**config.mk**
```make
export PLATFORM = sky130hd
export DESIGN_NAME = booth_mul_top
export DESIGN_NICKNAME = d
export VERILOG_FILES = /design/src/hdl/booth_cfg_pkg.sv /design/src/hdl/booth_types_pkg.sv /design/src/hdl/booth_ctrl.sv /design/src/hdl/booth_addend_sel.sv /design/src/hdl/booth_accum.sv /design/src/hdl/booth_mul_top.sv
export SDC_FILE = /design/constraint.sdc
export NUM_CORES = 1
export LEC_CHECK = 0
export ABC_AREA = 0
export BUFFER_PORTS_ARGS = -buffer_cell sky130_fd_sc_hd__buf_2
export CORE_UTILIZATION = 53
export CTS_BUF_LIST = sky130_fd_sc_hd__clkbuf_8
export DETAILED_ROUTE_END_ITERATION = 10
export PLACE_DENSITY_LB_ADDON = 0.15
export SETUP_SLACK_MARGIN = 0.5
export SLEW_MARGIN = 40
export SYNTH_ARGS = -nofsm -noshare
export SYNTH_HDL_FRONTEND = slang
export SYNTH_HIERARCHICAL = 1
export SYNTH_SLANG_ARGS = --single-unit
export TNS_END_PERCENT = 20
```
**constraint.sdc**
```tcl
create_clock -name clk -period 3.4 [get_ports clk]
set_clock_uncertainty 0.15 [all_clocks]
set_input_delay 0.51 -clock clk [delete_from_list [all_inputs] [get_ports clk]]
set_output_delay 0.51 -clock clk [all_outputs]
set_load 0.02 [all_outputs]
```
**src/hdl/booth_cfg_pkg.sv**
```systemverilog
`default_nettype none

package booth_cfg_pkg;

  // operand width, both a and b
  localparam int op_width = 16;

  // full signed product
  localparam int prod_width = 2 * op_width;

  // accumulator carries one guard bit above the multiplicand
  localparam int acc_width = op_width + 1;

  // iteration counter must reach op_width itself
  localparam int count_width = $clog2(op_width + 1);

  localparam logic [count_width-1:0] last_count = count_width'(op_width - 1); // final step
  localparam logic [count_width-1:0] max_count  = count_width'(op_width);     // after final step

endpackage

`default_nettype wire

```
**src/hdl/booth_types_pkg.sv**
```systemverilog
`default_nettype none

package booth_types_pkg;

  // recode operation for one bit pair {mult[0], prev}
  localparam logic [1:0] op_none = 2'b00;
  localparam logic [1:0] op_add  = 2'b01;
  localparam logic [1:0] op_sub  = 2'b10;

  // control states
  localparam logic [1:0] st_idle   = 2'b00;
  localparam logic [1:0] st_run    = 2'b01;
  localparam logic [1:0] st_finish = 2'b10;

  // shift register word, seen either as one vector or as its fields
  typedef union packed {
    logic [booth_cfg_pkg::acc_width + booth_cfg_pkg::op_width:0] raw; // whole word, shifted as one
    struct packed {
      logic [booth_cfg_pkg::acc_width-1:0] acc;  // partial product, high part
      logic [booth_cfg_pkg::op_width-1:0]  mult; // multiplier in, product low half out
      logic                                prev; // bit shifted out below mult
    } fld;
  } booth_word_u;

endpackage

`default_nettype wire

```
**src/hdl/booth_ctrl.sv**
```systemverilog
`timescale 1ns/1ps
`default_nettype none

module booth_ctrl (
  input  wire  clk,
  input  wire  rst,
  input  wire  start,
  output logic load,
  output logic step,
  output logic busy,
  output logic done
);

  logic [1:0] state;
  logic [1:0] state_next;
  logic [booth_cfg_pkg::count_width-1:0] cnt;
  logic last_step;

  assign load = start && (state == booth_types_pkg::st_idle); // start ignored while busy
  assign step = (state == booth_types_pkg::st_run);
  assign busy = (state != booth_types_pkg::st_idle);
  assign last_step = step && (cnt == booth_cfg_pkg::last_count);

  always_comb begin
    state_next = state;
    case (state)
      booth_types_pkg::st_idle: begin
        if (load) begin
          state_next = booth_types_pkg::st_run;
        end
      end
      booth_types_pkg::st_run: begin
        if (last_step) begin
          state_next = booth_types_pkg::st_finish;
        end
      end
      booth_types_pkg::st_finish: begin
        state_next = booth_types_pkg::st_idle;
      end
      default: begin
        state_next = booth_types_pkg::st_idle; // unused code, recover
      end
    endcase
  end

  always_ff @(posedge clk) begin
    if (rst) begin
      state <= booth_types_pkg::st_idle;
      cnt   <= '0;
      done  <= 1'b0;
    end else begin
      state <= state_next;
      done  <= (state == booth_types_pkg::st_finish); // one cycle after the last update
      if (load) begin
        cnt <= '0;
      end else if (step) begin
        cnt <= cnt + 1'b1;
      end
    end
  end

  // done is a lone pulse, never overlapping an iteration
  a_done_not_step: assert property (
    @(posedge clk) disable iff (rst) !(done && step)
  ) else $error("done and step high together");

  // busy has already dropped by the time the result is flagged
  a_done_not_busy: assert property (
    @(posedge clk) disable iff (rst) done |-> !busy
  ) else $error("done while busy");

  a_cnt_range: assert property (
    @(posedge clk) disable iff (rst) cnt <= booth_cfg_pkg::max_count
  ) else $error("iteration counter out of range");

endmodule

`default_nettype wire

```
**src/hdl/booth_addend_sel.sv**
```systemverilog
`timescale 1ns/1ps
`default_nettype none

module booth_addend_sel (
  input  wire                                        clk,
  input  wire                                        rst,
  input  wire                                        load,
  input  wire signed [booth_cfg_pkg::op_width-1:0]   b,
  input  wire        [1:0]                           pair,
  output logic       [booth_cfg_pkg::acc_width-1:0]  addend,
  output logic       [1:0]                           op
);

  logic signed [booth_cfg_pkg::acc_width-1:0] b_ext;
  logic        [booth_cfg_pkg::acc_width-1:0] mcand;
  logic        [booth_cfg_pkg::acc_width-1:0] mcand_neg;

  assign b_ext = b; // sign extend first, so -b of the most negative value fits

  always_ff @(posedge clk) begin
    if (rst) begin
      mcand     <= '0;
      mcand_neg <= '0;
    end else if (load) begin
      mcand     <= b_ext;
      mcand_neg <= -b_ext;
    end
  end

  always_comb begin
    case (pair)
      2'b10: begin // start of a run of ones
        op     = booth_types_pkg::op_sub;
        addend = mcand_neg;
      end
      2'b01: begin // end of a run of ones
        op     = booth_types_pkg::op_add;
        addend = mcand;
      end
      default: begin
        op     = booth_types_pkg::op_none;
        addend = '0;
      end
    endcase
  end

  // negation keeps the opposite sign even for the most negative b
  a_neg_sign: assert property (
    @(posedge clk) disable iff (rst)
      (mcand != '0)
        |-> (mcand[booth_cfg_pkg::acc_width-1] != mcand_neg[booth_cfg_pkg::acc_width-1])
  ) else $error("negated multiplicand has the wrong sign");

endmodule

`default_nettype wire

```
**src/hdl/booth_accum.sv**
```systemverilog
`timescale 1ns/1ps
`default_nettype none

module booth_accum (
  input  wire                                       clk,
  input  wire                                       rst,
  input  wire                                       load,
  input  wire                                       step,
  input  wire signed [booth_cfg_pkg::op_width-1:0]  a,
  input  wire        [booth_cfg_pkg::acc_width-1:0] addend,
  input  wire        [1:0]                          op,
  output booth_types_pkg::booth_word_u              word
);

  logic [booth_cfg_pkg::acc_width-1:0] acc_sum;
  booth_types_pkg::booth_word_u        added;
  booth_types_pkg::booth_word_u        shifted;
  booth_types_pkg::booth_word_u        loaded;

  // fresh word: acc clear, multiplier in the low part, no bit below it
  always_comb begin
    loaded.fld.acc  = '0;
    loaded.fld.mult = a;
    loaded.fld.prev = 1'b0;
  end

  // add stage, acc only
  always_comb begin
    if (op == booth_types_pkg::op_none) begin
      acc_sum = word.fld.acc;
    end else begin
      acc_sum = word.fld.acc + addend; // guard bit keeps this exact
    end
  end

  always_comb begin
    added.fld.acc  = acc_sum;
    added.fld.mult = word.fld.mult;
    added.fld.prev = word.fld.prev;
  end

  // shift stage, whole word as one signed vector
  assign shifted.raw = $signed(added.raw) >>> 1; // mult[0] drops into prev

  always_ff @(posedge clk) begin
    if (rst) begin
      word.raw <= '0;
    end else if (load) begin
      word <= loaded;
    end else if (step) begin
      word <= shifted;
    end
  end

  // the guard bit keeps every Booth add from wrapping
  a_no_overflow: assert property (
    @(posedge clk) disable iff (rst)
      (step && (op != booth_types_pkg::op_none)
        && (word.fld.acc[booth_cfg_pkg::acc_width-1] == addend[booth_cfg_pkg::acc_width-1]))
      |-> (acc_sum[booth_cfg_pkg::acc_width-1] == addend[booth_cfg_pkg::acc_width-1])
  ) else $error("accumulator add overflowed");

endmodule

`default_nettype wire

```
**src/hdl/booth_mul_top.sv**
```systemverilog
`timescale 1ns/1ps
`default_nettype none

module booth_mul_top (
  input  wire                                         clk,
  input  wire                                         rst,
  input  wire                                         start,
  input  wire signed   [booth_cfg_pkg::op_width-1:0]   a,
  input  wire signed   [booth_cfg_pkg::op_width-1:0]   b,
  output logic signed  [booth_cfg_pkg::prod_width-1:0] product,
  output logic                                        busy,
  output logic                                        done
);

  logic                                load;
  logic                                step;
  logic [1:0]                          pair;
  logic [1:0]                          op;
  logic [booth_cfg_pkg::acc_width-1:0] addend;
  booth_types_pkg::booth_word_u        word;

  booth_ctrl u_ctrl (
    .clk   (clk),
    .rst   (rst),
    .start (start),
    .load  (load),
    .step  (step),
    .busy  (busy),
    .done  (done)
  );

  booth_addend_sel u_addend_sel (
    .clk    (clk),
    .rst    (rst),
    .load   (load),
    .b      (b),
    .pair   (pair),
    .addend (addend),
    .op     (op)
  );

  booth_accum u_accum (
    .clk    (clk),
    .rst    (rst),
    .load   (load),
    .step   (step),
    .a      (a),
    .addend (addend),
    .op     (op),
    .word   (word)
  );

  assign pair = {word.fld.mult[0], word.fld.prev}; // current Booth bit pair

  // guard bit dropped, the exact product fits in prod_width
  assign product = {word.fld.acc[booth_cfg_pkg::op_width-1:0], word.fld.mult};

endmodule

`default_nettype wire

```
==> summary by stage <==
Worst setup path
Walking the worst path, the cells encountered are buf_6 -> ha_4 -> buf_4 -> a22oi_2 -> nor2_1 -> ha_1 -> o211ai_1 -> o21a_2 -> o21ai_4 -> a31oi_4 -> o31ai_4 -> mux2_4 -> mux2i_1. Across all register-to-register paths, the minimum setup slack is 480 ps. The worst setup path is launched from a flip-flop. The classification of the worst setup path is reg2reg. The largest fanout of any net on the critical path is 6. For the worst setup path, the data required time is 3490 ps. The origin of the critical flop-to-flop path is u_accum/word[1]$_SDFFE_PP0P_. The critical path's slowest cell is sky130_fd_sc_hd__dfxtp_4.

The delay of the slowest cell on the worst path is 370 ps. Together, buffers and inverters on the worst path number 2. On the critical path the largest part of the delay comes from compound AO/OA/AOI/OAI gates. Data arrives at the worst endpoint at around 3000 ps.

STA classifies the critical path endpoint as a flip-flop. The critical path launch point is u_accum/word[1]$_SDFFE_PP0P_.

Pwr
The ratio of total power to cell area is around 400 nW/um^2. The switching share of power is 28.6%. The internal power of the cells is ~1.5 mW. The fraction of power consumed by sequential logic is 45.3%. Of the total power, combinational logic draws between 10% and 20%.

Of the total power, the clock network draws 38.3%. The power spent charging and discharging nets is 594 uW. The largest voltage drop on the vdd net is 0.256 mV. The leakage power total is 2.15 nW.

Min path
The min-delay analysis places its worst path in the category in2reg. The hold path startpoint is a[5].

Timing
Setup violations remaining at the end of the flow were counted as 0. At the pin with the least slew margin, the transition time is 626 ps. The worst hold slack is 233 ps. The shortest clock period the worst path allows after layout is 2920 ps.

Of the available clock period, the critical path in the final layout requires 86.0%. The summed negative setup slack over all endpoints is 0 ps. Setup repair after global routing could not meet its margin everywhere.

The total count of max-transition violations in the final report is 0. The number of failing hold endpoints at the final stage came to 0. The worst pin sits at a relative slew slack of 58.2%. Timing would allow up to 0.342 GHz.

Clocking
The number of buffers created by CTS is 9. The tree built by TritonCTS fans out to 73 sinks. The CTS clock-pin slew for the worst setup and hold paths is 80 ps. The insertion delay of the later-clocked pin in the worst-skew pair is 350 ps. The clock tree buffer depth is 2.

The CTS tree is built. The clock root buffer is sky130_fd_sc_hd__clkbuf_8. For this design, the CTS-stage hold fixing added 0 buffers.

The number of H-tree levels is 3.

Global route
The routing usage on met2 is 47.1%. The aggregate global routing overflow is 0. The first global-routing pass estimated between 15000 and 20000 um of wire. In the global route stage, overall resource usage came out at a little over a quarter. The routing layer with the top usage in global route is met2. Entering global routing, the biggest net connects 53 pins.

The via count of the first global-routing pass was around 3.8k. The number of antenna violations at the first check in global routing is 0. The fraction of met1 tracks used by global routing is between 30% and 40%. In the global route stage, met3 resource usage came out at 5.03%.

Detailed routing
After detailed routing, the total wire length is 11100 um. The count of vias placed by the detailed router is 4062. Dividing the detail-routed wire length by the instance count gives approximately 16 um. After detailed routing, the number of remaining DRC violations is 0.

The number of detailed-route iterations in the first pass is 5. The count of nets left with antenna violations after detail routing is 0. Using the TritonRoute via totals, the vias-per-cell ratio works out to between 5 and 6.

The count of routing violations after the opening detailed-route iteration is 195.

Place
At the end of routability-driven placement, the weighted congestion stood at about 0.9. Buffers placed on the I/O ports in this run total 68. The final HPWL from detailed placement is 7130 um.

Cells and area
0 antenna diodes ended up in the layout. The share of layout cells above drive strength 1 is 27.6%. Once layout is complete, the utilization of the core stands at 67.7%. The final layout contains 651 nets. Relative to the synthesized area, the layout overhead comes to 23.9%.

Outcome
The run finished with clean final reports.

Floorplan
The floorplan step set the die height to just over 90 um. The die boundary width is 91.0 um. The area of the core is a little under 8000 um^2. The initial utilization of the core area, before any placement, comes to between 50% and 60%. The die covers slightly above 8000 um^2. The floorplan has 32 rows.

Pin placement for this block handled a little under 70 I/O pins.

Flow run
The number of maximum-capacitance constraint violations is 0.

Yosys
Synthesis handed over a netlist of 516 instances. The number of nets in the synthesized netlist is 575. The mean instance size in the synthesized netlist is just over 8 um^2. During synthesis, Yosys emitted a total of 6 warnings. In this run the cell area of the synthesized design comes to 4200 um^2.
==> what timing repair did <==
item / 4_1_cts / 5_1_grt
pin swaps: 11 / 26
buffers inserted: 17 / 5
setup endpoints to repair: 9 / 8
gates resized for setup: 17 / 23
==> layout make-up <==
class / count / area [um^2]
flip-flops and latches: 73 / 1470
repair buffers: 99 / 608
clock inverters: 6 / 95.1
well taps: 102 / 128
multi-input cells: 400 / 2730
fillers: 654 / 2480
inverters: 9 / 33.8
clock buffers: 10 / 138
==> worst min-delay path, stage by stage <==
cell and delay (ps):
sky130_fd_sc_hd__buf_2 70, sky130_fd_sc_hd__a21oi_1 50, sky130_fd_sc_hd__nor2_1 70
==> placed cells by master (no fill, tap or decap), types with 3 or more instances in the layout <==
cell type / instances
sky130_fd_sc_hd__dfxtp_1: 71
sky130_fd_sc_hd__ha_4: 4
sky130_fd_sc_hd__xnor2_1: 9
sky130_fd_sc_hd__nand3_1: 7
sky130_fd_sc_hd__o21ai_0: 12
sky130_fd_sc_hd__a21o_1: 6
sky130_fd_sc_hd__a211oi_2: 3
sky130_fd_sc_hd__nor2_1: 82
sky130_fd_sc_hd__nor3b_1: 3
sky130_fd_sc_hd__nor2b_1: 3
sky130_fd_sc_hd__o31ai_1: 5
sky130_fd_sc_hd__nor2_2: 4
sky130_fd_sc_hd__inv_6: 3
sky130_fd_sc_hd__o21ai_1: 3
sky130_fd_sc_hd__o211ai_1: 7
sky130_fd_sc_hd__mux2i_1: 34
sky130_fd_sc_hd__buf_4: 26
sky130_fd_sc_hd__a22oi_1: 9
sky130_fd_sc_hd__ha_2: 3
sky130_fd_sc_hd__nand2_1: 42
sky130_fd_sc_hd__nand2b_1: 14
sky130_fd_sc_hd__nor4_1: 3
sky130_fd_sc_hd__or2_2: 6
sky130_fd_sc_hd__o22ai_1: 4
sky130_fd_sc_hd__a311oi_1: 3
sky130_fd_sc_hd__a22oi_2: 6
sky130_fd_sc_hd__xor2_1: 8
sky130_fd_sc_hd__clkbuf_8: 10
sky130_fd_sc_hd__inv_1: 6
sky130_fd_sc_hd__buf_2: 68
sky130_fd_sc_hd__a31oi_1: 10
sky130_fd_sc_hd__ha_1: 16
sky130_fd_sc_hd__a21oi_1: 43
sky130_fd_sc_hd__or3_1: 4
sky130_fd_sc_hd__a21oi_2: 3
sky130_fd_sc_hd__or4_1: 4
==> sequential cells by signal, indices dropped and copies added (netlist names) <==
name	cells
u_addend_sel/mcand_neg	16
u_ctrl/done	1
u_ctrl/state	2
u_accum/word	33
u_ctrl/cnt	5
u_addend_sel/mcand	16
==> routing by layer <==
layer,part of all wire (%),vias to the layer above,wire [um]
li1,-,1990,-
met5,0,-,0
met2,51,135,5670
met4,3.0,0,334
met1,41,1907,4550
met3,4.7,30,523
==> per-stage QoR <==
step                      total power [mW]  setup slack [ps]  instance area, um^2  std cells
after floorplan                       1.17               492                 4260        516
after global routing                  2.17               395                 5200        699
after detailed placement              1.27               342                 4640        661
final                                 2.08               477                 5200        699
after CTS                             2.08               501                 5080        694
after global placement                1.26               402                 4640        661
==> power by group through the flow <==
stage / registers [mW] / logic (mW) / clock network (mW)
2_1_floorplan: 0.973 / 0.194 / 0
3_3_place_gp: 0.958 / 0.298 / 0
3_5_place_dp: 0.959 / 0.306 / 0
4_1_cts: 0.940 / 0.325 / 0.812
5_1_grt: 0.947 / 0.372 / 0.848
6_report: 0.942 / 0.340 / 0.796
==> path summary, 6_finish.rpt <==
check / end / cells after the start
setup / recovery: u_accum/word[32]$_SDFFE_PP0P_ / 13
hold / removal: u_accum/word[6]$_SDFFE_PP0P_ / 3
setup reg to reg: u_accum/word[32]$_SDFFE_PP0P_ / 13
hold reg to reg: u_addend_sel/mcand_neg[16]$_SDFFE_PP0P_ / 2
(Power assumes the default switching activity.)
